==> src/hdl/core_pkg.sv <==
`default_nettype none

package core_pkg;

  // Datapath width
  localparam int gpr_size = 32;

  // Immediate width, zero-extended to gpr_size
  localparam int imm_size = 12;

  // ALU operation encoding
  typedef enum logic [2:0] {
    ADD = 3'd0,
    SUB = 3'd1,
    AND = 3'd2,
    ORR = 3'd3,
    EOR = 3'd4,
    MOV = 3'd5,
    ADC = 3'd6,
    LSL = 3'd7
  } alu_op_t;

  // Condition flags, n in the top bit
  typedef struct packed {
    logic n;
    logic z;
    logic c;
    logic v;
  } nzcv_t;

endpackage

`default_nettype wire

==> src/hdl/reg_rename_file.sv <==
`timescale 1ns/1ns
`default_nettype none

module reg_rename_file #(
  parameter int gpr_count = 8,
  parameter int rob_depth = 8,
  localparam int idx_w = $clog2(gpr_count),
  localparam int tag_w = $clog2(rob_depth)
) (
  input  logic                          in_clk,
  input  logic                          in_rst,
  // Dispatch from decode
  input  logic                          d_valid,
  input  logic                          d_ready,
  input  core_pkg::alu_op_t             d_op,
  input  logic [idx_w-1:0]              d_dst,
  input  logic [idx_w-1:0]              d_src1,
  input  logic [idx_w-1:0]              d_src2,
  input  logic                          d_use_imm,
  input  logic [core_pkg::imm_size-1:0] d_imm,
  input  logic                          d_set_nzcv,
  input  logic                          d_uses_nzcv,
  // Tail slot from the ROB
  input  logic [tag_w-1:0]              alloc_tag,
  input  logic                          alloc_fire,
  // In-order commit from the ROB
  input  logic                          commit_valid,
  input  logic [tag_w-1:0]              commit_tag,
  input  logic [idx_w-1:0]              commit_reg,
  input  logic [core_pkg::gpr_size-1:0] commit_value,
  input  logic                          commit_set_nzcv,
  input  core_pkg::nzcv_t               commit_nzcv,
  // Architectural read-back
  input  logic [idx_w-1:0]              rd_idx,
  // Dispatch stage towards the ROB
  output logic                          alloc_valid,
  output core_pkg::alu_op_t             alloc_op,
  output logic [idx_w-1:0]              alloc_dst,
  output logic                          alloc_set_nzcv,
  output logic                          alloc_uses_nzcv,
  output logic [core_pkg::gpr_size-1:0] alloc_src1_value,
  output logic                          alloc_src1_ready,
  output logic [tag_w-1:0]              alloc_src1_tag,
  output logic [core_pkg::gpr_size-1:0] alloc_src2_value,
  output logic                          alloc_src2_ready,
  output logic [tag_w-1:0]              alloc_src2_tag,
  output core_pkg::nzcv_t               alloc_nzcv,
  output logic                          alloc_nzcv_ready,
  output logic [tag_w-1:0]              alloc_nzcv_tag,
  output logic [core_pkg::gpr_size-1:0] rd_value
);

  // Committed values, busy bits and producer tags
  logic [core_pkg::gpr_size-1:0] regs [gpr_count];
  logic [gpr_count-1:0]          busy;
  logic [tag_w-1:0]              tags [gpr_count];

  // Flags renamed as one extra register
  core_pkg::nzcv_t  flags;
  logic             flags_busy;
  logic [tag_w-1:0] flags_tag;

  // Dispatch stage buffer
  logic                          q_valid;
  core_pkg::alu_op_t             q_op;
  logic [idx_w-1:0]              q_dst;
  logic [idx_w-1:0]              q_src1;
  logic [idx_w-1:0]              q_src2;
  logic                          q_use_imm;
  logic [core_pkg::imm_size-1:0] q_imm;
  logic                          q_set_nzcv;
  logic                          q_uses_nzcv;

  always_ff @(posedge in_clk) begin
    if (in_rst) begin
      q_valid <= 1'b0;
    end else begin
      q_valid <= d_valid && d_ready;
    end
  end

  // Payload only loads on acceptance
  always_ff @(posedge in_clk) begin
    if (d_valid && d_ready) begin
      q_op        <= d_op;
      q_dst       <= d_dst;
      q_src1      <= d_src1;
      q_src2      <= d_src2;
      q_use_imm   <= d_use_imm;
      q_imm       <= d_imm;
      q_set_nzcv  <= d_set_nzcv;
      q_uses_nzcv <= d_uses_nzcv;
    end
  end

  always_ff @(posedge in_clk) begin
    if (in_rst) begin
      for (int i = 0; i < gpr_count; i++) begin
        regs[i] <= '0;
        tags[i] <= '0;
      end
      busy       <= '0;
      flags      <= '0;
      flags_busy <= 1'b0;
      flags_tag  <= '0;
    end else begin
      // Commit first so a same-cycle rename wins the busy bit
      if (commit_valid) begin
        regs[commit_reg] <= commit_value;
        // Only the newest producer frees the register
        if (tags[commit_reg] == commit_tag) begin
          busy[commit_reg] <= 1'b0;
        end
        if (commit_set_nzcv) begin
          flags <= commit_nzcv;
          if (flags_tag == commit_tag) begin
            flags_busy <= 1'b0;
          end
        end
      end
      // Rename destination to the new ROB slot
      if (alloc_fire) begin
        busy[q_dst] <= 1'b1;
        tags[q_dst] <= alloc_tag;
        if (q_set_nzcv) begin
          flags_busy <= 1'b1;
          flags_tag  <= alloc_tag;
        end
      end
    end
  end

  // Lookup sees the mapping before this instruction renames
  assign alloc_valid      = q_valid;
  assign alloc_op         = q_op;
  assign alloc_dst        = q_dst;
  assign alloc_set_nzcv   = q_set_nzcv;
  assign alloc_uses_nzcv  = q_uses_nzcv;

  assign alloc_src1_value = regs[q_src1];
  assign alloc_src1_ready = !busy[q_src1];
  assign alloc_src1_tag   = tags[q_src1];

  // Immediate is always ready
  assign alloc_src2_value = q_use_imm ?
      {{(core_pkg::gpr_size - core_pkg::imm_size){1'b0}}, q_imm} : regs[q_src2];
  assign alloc_src2_ready = q_use_imm || !busy[q_src2];
  assign alloc_src2_tag   = tags[q_src2];

  assign alloc_nzcv       = flags;
  assign alloc_nzcv_ready = !flags_busy;
  assign alloc_nzcv_tag   = flags_tag;

  assign rd_value         = regs[rd_idx];

  // A free register never still names the committing slot
  a_commit_tag : assert property (@(posedge in_clk) disable iff (in_rst)
      commit_valid && !busy[commit_reg] |-> tags[commit_reg] != commit_tag);

endmodule

`default_nettype wire

==> src/hdl/reorder_buffer.sv <==
`timescale 1ns/1ns
`default_nettype none

module reorder_buffer #(
  parameter int gpr_count = 8,
  parameter int rob_depth = 8,
  localparam int idx_w = $clog2(gpr_count),
  localparam int tag_w = $clog2(rob_depth),
  localparam int cnt_w = tag_w + 1
) (
  input  logic                          in_clk,
  input  logic                          in_rst,
  // Dispatch stage from the rename file
  input  logic                          alloc_valid,
  input  core_pkg::alu_op_t             alloc_op,
  input  logic [idx_w-1:0]              alloc_dst,
  input  logic                          alloc_set_nzcv,
  input  logic                          alloc_uses_nzcv,
  input  logic [core_pkg::gpr_size-1:0] alloc_src1_value,
  input  logic                          alloc_src1_ready,
  input  logic [tag_w-1:0]              alloc_src1_tag,
  input  logic [core_pkg::gpr_size-1:0] alloc_src2_value,
  input  logic                          alloc_src2_ready,
  input  logic [tag_w-1:0]              alloc_src2_tag,
  input  core_pkg::nzcv_t               alloc_nzcv,
  input  logic                          alloc_nzcv_ready,
  input  logic [tag_w-1:0]              alloc_nzcv_tag,
  // Result broadcast
  input  logic                          wb_valid,
  input  logic [tag_w-1:0]              wb_tag,
  input  logic [core_pkg::gpr_size-1:0] wb_value,
  input  core_pkg::nzcv_t               wb_nzcv,
  input  logic                          retire_hold,
  output logic [tag_w-1:0]              alloc_tag,
  output logic                          alloc_fire,
  output logic                          d_ready,
  // Issue to the ALU
  output logic                          issue_valid,
  output core_pkg::alu_op_t             issue_op,
  output logic [core_pkg::gpr_size-1:0] issue_a,
  output logic [core_pkg::gpr_size-1:0] issue_b,
  output core_pkg::nzcv_t               issue_nzcv,
  output logic [tag_w-1:0]              issue_tag,
  // In-order commit
  output logic                          commit_valid,
  output logic [tag_w-1:0]              commit_tag,
  output logic [idx_w-1:0]              commit_reg,
  output logic [core_pkg::gpr_size-1:0] commit_value,
  output logic                          commit_set_nzcv,
  output core_pkg::nzcv_t               commit_nzcv
);

  logic [tag_w-1:0] head;
  logic [tag_w-1:0] tail;
  logic [cnt_w-1:0] count;
  logic [cnt_w-1:0] occupied;
  logic             full;

  // Per-entry control
  logic [rob_depth-1:0] e_valid;
  logic [rob_depth-1:0] e_issued;
  logic [rob_depth-1:0] e_done;

  // Per-entry payload
  core_pkg::alu_op_t             e_op    [rob_depth];
  logic [core_pkg::gpr_size-1:0] e_a     [rob_depth];
  logic                          e_a_rdy [rob_depth];
  logic [tag_w-1:0]              e_a_tag [rob_depth];
  logic [core_pkg::gpr_size-1:0] e_b     [rob_depth];
  logic                          e_b_rdy [rob_depth];
  logic [tag_w-1:0]              e_b_tag [rob_depth];
  core_pkg::nzcv_t               e_f     [rob_depth];
  logic                          e_f_rdy [rob_depth];
  logic [tag_w-1:0]              e_f_tag [rob_depth];
  logic                          e_need_f[rob_depth];
  logic                          e_set_f [rob_depth];
  logic [idx_w-1:0]              e_dst   [rob_depth];
  logic [core_pkg::gpr_size-1:0] e_res   [rob_depth];
  core_pkg::nzcv_t               e_res_f [rob_depth];

  // Resolved sources at allocation, ready bit on top
  logic [core_pkg::gpr_size:0] src1_res;
  logic [core_pkg::gpr_size:0] src2_res;
  core_pkg::nzcv_t             nzcv_val;
  logic                        nzcv_rdy;
  logic [tag_w-1:0]            scan;

  // Bypass from this cycle's broadcast, then from finished entries
  function automatic logic [core_pkg::gpr_size:0] resolve(
      input logic rdy, input logic [core_pkg::gpr_size-1:0] val, input logic [tag_w-1:0] tag);
    if (rdy) return {1'b1, val};
    if (wb_valid && wb_tag == tag) return {1'b1, wb_value};
    if (e_done[tag]) return {1'b1, e_res[tag]};
    return {1'b0, val};
  endfunction

  always_comb begin
    src1_res = resolve(alloc_src1_ready, alloc_src1_value, alloc_src1_tag);
    src2_res = resolve(alloc_src2_ready, alloc_src2_value, alloc_src2_tag);
    nzcv_val = alloc_nzcv;
    nzcv_rdy = alloc_nzcv_ready;
    if (!alloc_nzcv_ready) begin
      if (wb_valid && wb_tag == alloc_nzcv_tag) begin
        nzcv_val = wb_nzcv;
        nzcv_rdy = 1'b1;
      end else if (e_done[alloc_nzcv_tag]) begin
        nzcv_val = e_res_f[alloc_nzcv_tag];
        nzcv_rdy = 1'b1;
      end
    end
  end

  // Space is reserved one cycle ahead for the dispatch stage
  assign occupied   = count + cnt_w'(alloc_valid);
  assign full       = count == cnt_w'(rob_depth);
  assign d_ready    = occupied < cnt_w'(rob_depth);
  assign alloc_fire = alloc_valid && !full;
  assign alloc_tag  = tail;

  // Oldest-first scan starting at head
  always_comb begin
    issue_valid = 1'b0;
    issue_tag   = head;
    scan        = head;
    for (int k = 0; k < rob_depth; k++) begin
      scan = head + tag_w'(k);
      if (!issue_valid && e_valid[scan] && !e_issued[scan] && e_a_rdy[scan] &&
          e_b_rdy[scan] && (!e_need_f[scan] || e_f_rdy[scan])) begin
        issue_valid = 1'b1;
        issue_tag   = scan;
      end
    end
  end

  assign issue_op        = e_op[issue_tag];
  assign issue_a         = e_a[issue_tag];
  assign issue_b         = e_b[issue_tag];
  assign issue_nzcv      = e_f[issue_tag];

  assign commit_valid    = e_valid[head] && e_done[head] && !retire_hold;
  assign commit_tag      = head;
  assign commit_reg      = e_dst[head];
  assign commit_value    = e_res[head];
  assign commit_set_nzcv = e_set_f[head];
  assign commit_nzcv     = e_res_f[head];

  always_ff @(posedge in_clk) begin
    if (in_rst) begin
      head     <= '0;
      tail     <= '0;
      count    <= '0;
      e_valid  <= '0;
      e_issued <= '0;
      e_done   <= '0;
    end else begin
      if (wb_valid) begin
        e_done[wb_tag] <= 1'b1;
      end
      if (issue_valid) begin
        e_issued[issue_tag] <= 1'b1;
      end
      if (commit_valid) begin
        e_valid[head] <= 1'b0;
        head          <= head + 1'b1;
      end
      if (alloc_fire) begin
        e_valid[tail]  <= 1'b1;
        e_issued[tail] <= 1'b0;
        e_done[tail]   <= 1'b0;
        tail           <= tail + 1'b1;
      end
      count <= count + cnt_w'(alloc_fire) - cnt_w'(commit_valid);
    end
  end

  always_ff @(posedge in_clk) begin
    if (wb_valid) begin
      e_res[wb_tag]   <= wb_value;
      e_res_f[wb_tag] <= wb_nzcv;
      // Wake every waiting operand of the broadcast tag
      for (int i = 0; i < rob_depth; i++) begin
        if (e_valid[i] && !e_a_rdy[i] && e_a_tag[i] == wb_tag) begin
          e_a[i]     <= wb_value;
          e_a_rdy[i] <= 1'b1;
        end
        if (e_valid[i] && !e_b_rdy[i] && e_b_tag[i] == wb_tag) begin
          e_b[i]     <= wb_value;
          e_b_rdy[i] <= 1'b1;
        end
        if (e_valid[i] && !e_f_rdy[i] && e_f_tag[i] == wb_tag) begin
          e_f[i]     <= wb_nzcv;
          e_f_rdy[i] <= 1'b1;
        end
      end
    end
    if (alloc_fire) begin
      e_op[tail]     <= alloc_op;
      e_a[tail]      <= src1_res[core_pkg::gpr_size-1:0];
      e_a_rdy[tail]  <= src1_res[core_pkg::gpr_size];
      e_a_tag[tail]  <= alloc_src1_tag;
      e_b[tail]      <= src2_res[core_pkg::gpr_size-1:0];
      e_b_rdy[tail]  <= src2_res[core_pkg::gpr_size];
      e_b_tag[tail]  <= alloc_src2_tag;
      e_f[tail]      <= nzcv_val;
      e_f_rdy[tail]  <= nzcv_rdy;
      e_f_tag[tail]  <= alloc_nzcv_tag;
      // Setters wait too, logical ops pass C and V through
      e_need_f[tail] <= alloc_uses_nzcv || alloc_set_nzcv;
      e_set_f[tail]  <= alloc_set_nzcv;
      e_dst[tail]    <= alloc_dst;
    end
  end

  // Dispatch credit keeps the rename stage from overrunning
  a_no_alloc_full : assert property (@(posedge in_clk) disable iff (in_rst)
      alloc_valid |-> !full);

  // A slot whose result is out or on the bus never goes to the ALU again
  a_no_reissue : assert property (@(posedge in_clk) disable iff (in_rst)
      issue_valid |-> !e_done[issue_tag] && !(wb_valid && wb_tag == issue_tag));

endmodule

`default_nettype wire

==> src/hdl/alu_unit.sv <==
`timescale 1ns/1ns
`default_nettype none

module alu_unit #(
  parameter int rob_depth = 8,
  localparam int tag_w = $clog2(rob_depth)
) (
  input  logic                          in_clk,
  input  logic                          in_rst,
  input  logic                          issue_valid,
  input  core_pkg::alu_op_t             issue_op,
  input  logic [core_pkg::gpr_size-1:0] issue_a,
  input  logic [core_pkg::gpr_size-1:0] issue_b,
  input  core_pkg::nzcv_t               issue_nzcv,
  input  logic [tag_w-1:0]              issue_tag,
  output logic                          wb_valid,
  output logic [tag_w-1:0]              wb_tag,
  output logic [core_pkg::gpr_size-1:0] wb_value,
  output core_pkg::nzcv_t               wb_nzcv
);

  localparam int msb = core_pkg::gpr_size - 1;

  logic [msb:0]    b_eff;
  logic [msb:0]    sum;
  logic [msb:0]    result;
  logic            carry_in;
  logic            carry_out;
  logic            ovf;
  logic            arith;
  core_pkg::nzcv_t flags;

  always_comb begin
    // One adder for ADD, SUB and ADC
    b_eff = (issue_op == core_pkg::SUB) ? ~issue_b : issue_b;
    case (issue_op)
      core_pkg::SUB: carry_in = 1'b1;
      core_pkg::ADC: carry_in = issue_nzcv.c;
      default:       carry_in = 1'b0;
    endcase
    {carry_out, sum} = {1'b0, issue_a} + {1'b0, b_eff} + {{msb + 1{1'b0}}, carry_in};
    ovf   = (issue_a[msb] == b_eff[msb]) && (sum[msb] != issue_a[msb]);
    arith = issue_op inside {core_pkg::ADD, core_pkg::SUB, core_pkg::ADC};
    case (issue_op)
      core_pkg::AND: result = issue_a & issue_b;
      core_pkg::ORR: result = issue_a | issue_b;
      core_pkg::EOR: result = issue_a ^ issue_b;
      core_pkg::MOV: result = issue_b;
      core_pkg::LSL: result = issue_a << issue_b[4:0];
      default:       result = sum;
    endcase
    flags.n = result[msb];
    flags.z = result == '0;
    // Non-arithmetic ops keep incoming C and V
    flags.c = arith ? carry_out : issue_nzcv.c;
    flags.v = arith ? ovf : issue_nzcv.v;
  end

  always_ff @(posedge in_clk) begin
    if (in_rst) begin
      wb_valid <= 1'b0;
    end else begin
      wb_valid <= issue_valid;
    end
  end

  always_ff @(posedge in_clk) begin
    if (issue_valid) begin
      wb_tag   <= issue_tag;
      wb_value <= result;
      wb_nzcv  <= flags;
    end
  end

  // No stray broadcast out of reset
  a_quiet_reset : assert property (@(posedge in_clk) in_rst |=> !wb_valid);

endmodule

`default_nettype wire

==> src/hdl/ooo_core_top.sv <==
`timescale 1ns/1ns
`default_nettype none

module ooo_core_top #(
  parameter int gpr_count = 8,
  parameter int rob_depth = 8,
  localparam int idx_w = $clog2(gpr_count),
  localparam int tag_w = $clog2(rob_depth)
) (
  input  logic                          in_clk,
  input  logic                          in_rst,
  input  logic                          d_valid,
  input  core_pkg::alu_op_t             d_op,
  input  logic [idx_w-1:0]              d_dst,
  input  logic [idx_w-1:0]              d_src1,
  input  logic [idx_w-1:0]              d_src2,
  input  logic                          d_use_imm,
  input  logic [core_pkg::imm_size-1:0] d_imm,
  input  logic                          d_set_nzcv,
  input  logic                          d_uses_nzcv,
  output logic                          d_ready,
  input  logic                          retire_hold,
  output logic                          commit_valid,
  output logic [tag_w-1:0]              commit_tag,
  output logic [idx_w-1:0]              commit_reg,
  output logic [core_pkg::gpr_size-1:0] commit_value,
  output logic                          commit_set_nzcv,
  output core_pkg::nzcv_t               commit_nzcv,
  input  logic [idx_w-1:0]              rd_idx,
  output logic [core_pkg::gpr_size-1:0] rd_value
);

  // Dispatch stage
  logic                          alloc_valid;
  logic                          alloc_fire;
  logic [tag_w-1:0]              alloc_tag;
  core_pkg::alu_op_t             alloc_op;
  logic [idx_w-1:0]              alloc_dst;
  logic                          alloc_set_nzcv;
  logic                          alloc_uses_nzcv;
  logic [core_pkg::gpr_size-1:0] alloc_src1_value;
  logic                          alloc_src1_ready;
  logic [tag_w-1:0]              alloc_src1_tag;
  logic [core_pkg::gpr_size-1:0] alloc_src2_value;
  logic                          alloc_src2_ready;
  logic [tag_w-1:0]              alloc_src2_tag;
  core_pkg::nzcv_t               alloc_nzcv;
  logic                          alloc_nzcv_ready;
  logic [tag_w-1:0]              alloc_nzcv_tag;

  // Issue and broadcast
  logic                          issue_valid;
  core_pkg::alu_op_t             issue_op;
  logic [core_pkg::gpr_size-1:0] issue_a;
  logic [core_pkg::gpr_size-1:0] issue_b;
  core_pkg::nzcv_t               issue_nzcv;
  logic [tag_w-1:0]              issue_tag;
  logic                          wb_valid;
  logic [tag_w-1:0]              wb_tag;
  logic [core_pkg::gpr_size-1:0] wb_value;
  core_pkg::nzcv_t               wb_nzcv;

  reg_rename_file #(.gpr_count(gpr_count), .rob_depth(rob_depth)) i_rename (
    .in_clk, .in_rst,
    .d_valid, .d_ready, .d_op, .d_dst, .d_src1, .d_src2,
    .d_use_imm, .d_imm, .d_set_nzcv, .d_uses_nzcv,
    .alloc_tag, .alloc_fire,
    .commit_valid, .commit_tag, .commit_reg, .commit_value,
    .commit_set_nzcv, .commit_nzcv,
    .rd_idx,
    .alloc_valid, .alloc_op, .alloc_dst, .alloc_set_nzcv, .alloc_uses_nzcv,
    .alloc_src1_value, .alloc_src1_ready, .alloc_src1_tag,
    .alloc_src2_value, .alloc_src2_ready, .alloc_src2_tag,
    .alloc_nzcv, .alloc_nzcv_ready, .alloc_nzcv_tag,
    .rd_value
  );

  reorder_buffer #(.gpr_count(gpr_count), .rob_depth(rob_depth)) i_rob (
    .in_clk, .in_rst,
    .alloc_valid, .alloc_op, .alloc_dst, .alloc_set_nzcv, .alloc_uses_nzcv,
    .alloc_src1_value, .alloc_src1_ready, .alloc_src1_tag,
    .alloc_src2_value, .alloc_src2_ready, .alloc_src2_tag,
    .alloc_nzcv, .alloc_nzcv_ready, .alloc_nzcv_tag,
    .wb_valid, .wb_tag, .wb_value, .wb_nzcv,
    .retire_hold,
    .alloc_tag, .alloc_fire, .d_ready,
    .issue_valid, .issue_op, .issue_a, .issue_b, .issue_nzcv, .issue_tag,
    .commit_valid, .commit_tag, .commit_reg, .commit_value,
    .commit_set_nzcv, .commit_nzcv
  );

  alu_unit #(.rob_depth(rob_depth)) i_alu (
    .in_clk, .in_rst,
    .issue_valid, .issue_op, .issue_a, .issue_b, .issue_nzcv, .issue_tag,
    .wb_valid, .wb_tag, .wb_value, .wb_nzcv
  );

endmodule

`default_nettype wire

==> config.mk <==
export PLATFORM = sky130hd
export DESIGN_NAME = ooo_core_top
export DESIGN_NICKNAME = d
export VERILOG_FILES = /design/src/hdl/core_pkg.sv /design/src/hdl/reg_rename_file.sv /design/src/hdl/reorder_buffer.sv /design/src/hdl/alu_unit.sv /design/src/hdl/ooo_core_top.sv
export SDC_FILE = /design/constraint.sdc
export NUM_CORES = 2
export LEC_CHECK = 0
export ABC_AREA = 1
export CORE_ASPECT_RATIO = 1.1
export CORE_MARGIN = 2
export CORE_UTILIZATION = 40
export CTS_BUF_LIST = sky130_fd_sc_hd__clkbuf_16
export DETAILED_ROUTE_END_ITERATION = 6
export DONT_BUFFER_PORTS = 1
export SYNTH_ARGS = -nofsm -noshare
export SYNTH_HDL_FRONTEND = slang
export SYNTH_HIERARCHICAL = 1
export SYNTH_SLANG_ARGS = --single-unit
==> constraint.sdc <==
create_clock -name in_clk -period 19.31 [get_ports in_clk]
set_input_delay 3.862 -clock in_clk [delete_from_list [all_inputs] [get_ports in_clk]]
set_output_delay 3.862 -clock in_clk [all_outputs]
set_load 0.1 [all_outputs]
==> results.yml <==
route:
  routed_via_density: 5.977
  dr.first_iter.drc_count: 9281
  drc: 0
  vias: 73868
  postRouteAntennaNets: 0
  routed_wl_mm: 304.3
  dr.pass1.iters: 7
  drt-wirelength-per-cell_um: 24.62
status:
  status: "completed"
worst_hold_path:
  min-delay-path-class: "flop to flop"
setup_path:
  cp_top_family: "simple AND/OR/NAND/NOR gates"
  critical_path.slowest_cell: "ha_1"
  worstReg2RegEnd: "i_alu/wb_nzcv[2]$_DFFE_PP_"
  end_kind: "flop"
  critPathRequiredTime_ps: 20010
  path_depth: 41
  startpoint_type: "flop"
  arrival_ps: 11030
  critPathMaxStageDelay_ps: 1040
  crit_top_cell: "nand2_1"
  crit_type: "flop to flop"
  worst-path-max-fanout: 57
  worst-path-buf-inv: 9
  r2r.worst_path.cells: 41
  reg2reg_slack_ps: 8980
  crit_path_end: "i_alu/wb_nzcv[2]$_DFFE_PP_"
  r2r-start: "i_rob/commit_tag[1]$_SDFFE_PP0P_"
  cp-startpoint: "i_rob/commit_tag[1]$_SDFFE_PP0P_"
sta:
  fin_setup_tns_ps: 0
  slew_violations: 0
  grt_setup_unrepaired: "no"
  skew_ps: 27.60
  tightestPinTransition_ps: 1411
  min_period_ps: 10330
  setup_viol: 0
  finalCritPeriodShare: 0.5352
  max_slew_margin: 0.04908
  max_freq_ghz: 0.09676
  timing.final.ws_setup_ps: 8975
  hold_violations: 0
finish:
  final_area_mm2: 0.08823
  nets: 9781
  diodes: 0
  drive_gt1_frac: 0.06832
  syn_to_final_growth_pct: 9.398
  instances_no_fill: 12358
clock_network:
  cts_setup_buffers: 0
  cts.sinks: 1380
  cts_resized: 0
  clockBufferDepth: 3
  postCtsHoldBufs: 0
  cts_tree: "built"
  path_clk_slew_ps: 60
  insertion_delay_ps: 830
  root_buffer: "clkbuf_16"
  cts_buffers: 149
  cts.htree.levels: 4
floorplanning:
  die_w_um: 432.1
  die_h_um: 475.0
  ios: 111
  initial_core_util: 0.4030
  coreArea_mm2: 0.2001
  die-area_mm2: 0.2052
  rows: 172
global_route:
  antenna_found_initial: 3
  grt_usage: 0.2894
  grt_pass1_vias: 69368
  grt_overflow_total: 0
  grt_max_degree: 226
  grt_pass1_wl_mm: 446.7
yosys:
  postSynthCellCount: 9986
  synth_area_mm2: 0.08065
  synth_nets: 10132
  yosysWarnings: 6
  avgSynthCellArea_um2: 8.077
place:
  dp_slack_ps: 9086
  placedCellCount: 12094
  dpl.hpwl_mm: 188.3
  post_dp_cell_area_mm2: 0.08363
  gp_congestion: 0.9334
  port_buffers: 0
run:
  cap_violations: 0
pwr:
  ir_worst_vdd_v: 0.00009895
  p_per_area_mw_per_mm2: 124.5
  leakagePower_nw: 34.35
through the flow:
stage          hold slack, ps    util  power (W)
6_report                465.6  0.4408    0.01099
3_5_place_dp            459.0  0.4179   0.008152
2_1_floorplan           441.0       -   0.006560
4_1_cts                 465.8  0.4408    0.01088
5_1_grt                 498.1  0.4408    0.01151
3_3_place_gp            454.3  0.4179   0.008107
worst min path at each step:
stage	slack [ps]	depth (start not counted)	from	to
4_1_cts	470	2	i_rename/flags_busy$_SDFF_PP0_	i_rename/flags_busy$_SDFF_PP0_
5_1_grt	500	2	i_rename/flags_busy$_SDFF_PP0_	i_rename/flags_busy$_SDFF_PP0_
3_3_place_gp	450	2	i_rename/flags_busy$_SDFF_PP0_	i_rename/flags_busy$_SDFF_PP0_
2_1_floorplan	440	2	i_rob/e_issued[0]$_SDFF_PP0_	i_rob/e_issued[0]$_SDFF_PP0_
6_report	470	2	i_rename/flags_busy$_SDFF_PP0_	i_rename/flags_busy$_SDFF_PP0_
3_5_place_dp	460	2	i_rename/flags_busy$_SDFF_PP0_	i_rename/flags_busy$_SDFF_PP0_
layout make-up:
type	count	area (um2)
clock buffers	156	3904
clock inverters	108	694.4
fillers	19518	111900
inverters	662	2494
multi-input cells	7204	35450
flip-flops and latches	1380	40640
well taps	2610	3266
repair buffers	238	1787
report_power, final:
group,total (W),internal [W],leakage [nW],switching [W]
registers,0.00379,0.00361,12.8,0.000184
clock network,0.00274,0.00149,2.38,0.00125
logic,0.00445,0.00114,19.2,0.00330
total,0.0110,0.00625,34.4,0.00474
flip-flops by register name, summed over array words and instances, names as in the netlist, 32 cells and up, named ones only:
signal / cells
i_rob/e_b: 256
i_rob/e_res: 256
i_rob/e_res_f: 32
i_rename/regs: 256
i_alu/wb_value: 32
i_rob/e_a: 256
worst register-to-register path, delay by kind of cell, from the launching register on:
kind                       cells  cell delay (ps)
AOI/OAI and AO/OA              1              820
xor gates and xnor gates       1              200
adders and majority gates      2             1490
buffers and inverters          9             3580
DFF                            1              310
and+or+nand+nor               28             3830
layout by cell type (no fill, tap or decap), drive strengths merged, types with 3 or more instances in the layout:
master / instances
nand3: 634
o21ai: 1774
o22ai: 18
nand2: 2652
o221ai: 17
o22a: 11
ha: 109
nand4: 32
or2: 3
clkbuf: 156
and2: 8
o41ai: 11
a22o: 6
dfxtp: 83
xnor2: 46
inv: 694
o211ai: 148
and3: 4
o31ai: 3
edfxtp: 1297
clkinv: 72
o2111ai: 3
nand3b: 3
a211oi: 9
buf: 238
fa: 3
a21boi: 3
xor2: 55
a221oi: 16
a21oi: 646
a31oi: 211
nor3: 13
nor2: 753
layer usage:
| metal | vias up | GRT usage | wire [um] |
|---|---|---|---|
| met5 | - | 0 | 0 |
| met4 | 0 | 0.1258 | 14040 |
| met3 | 902 | 0.05039 | 32190 |
| met2 | 4221 | 0.4675 | 138600 |
| met1 | 35047 | 0.3810 | 119500 |
| li1 | 33698 | - | - |
No activity file was read; power rests on OpenSTA's default activity.
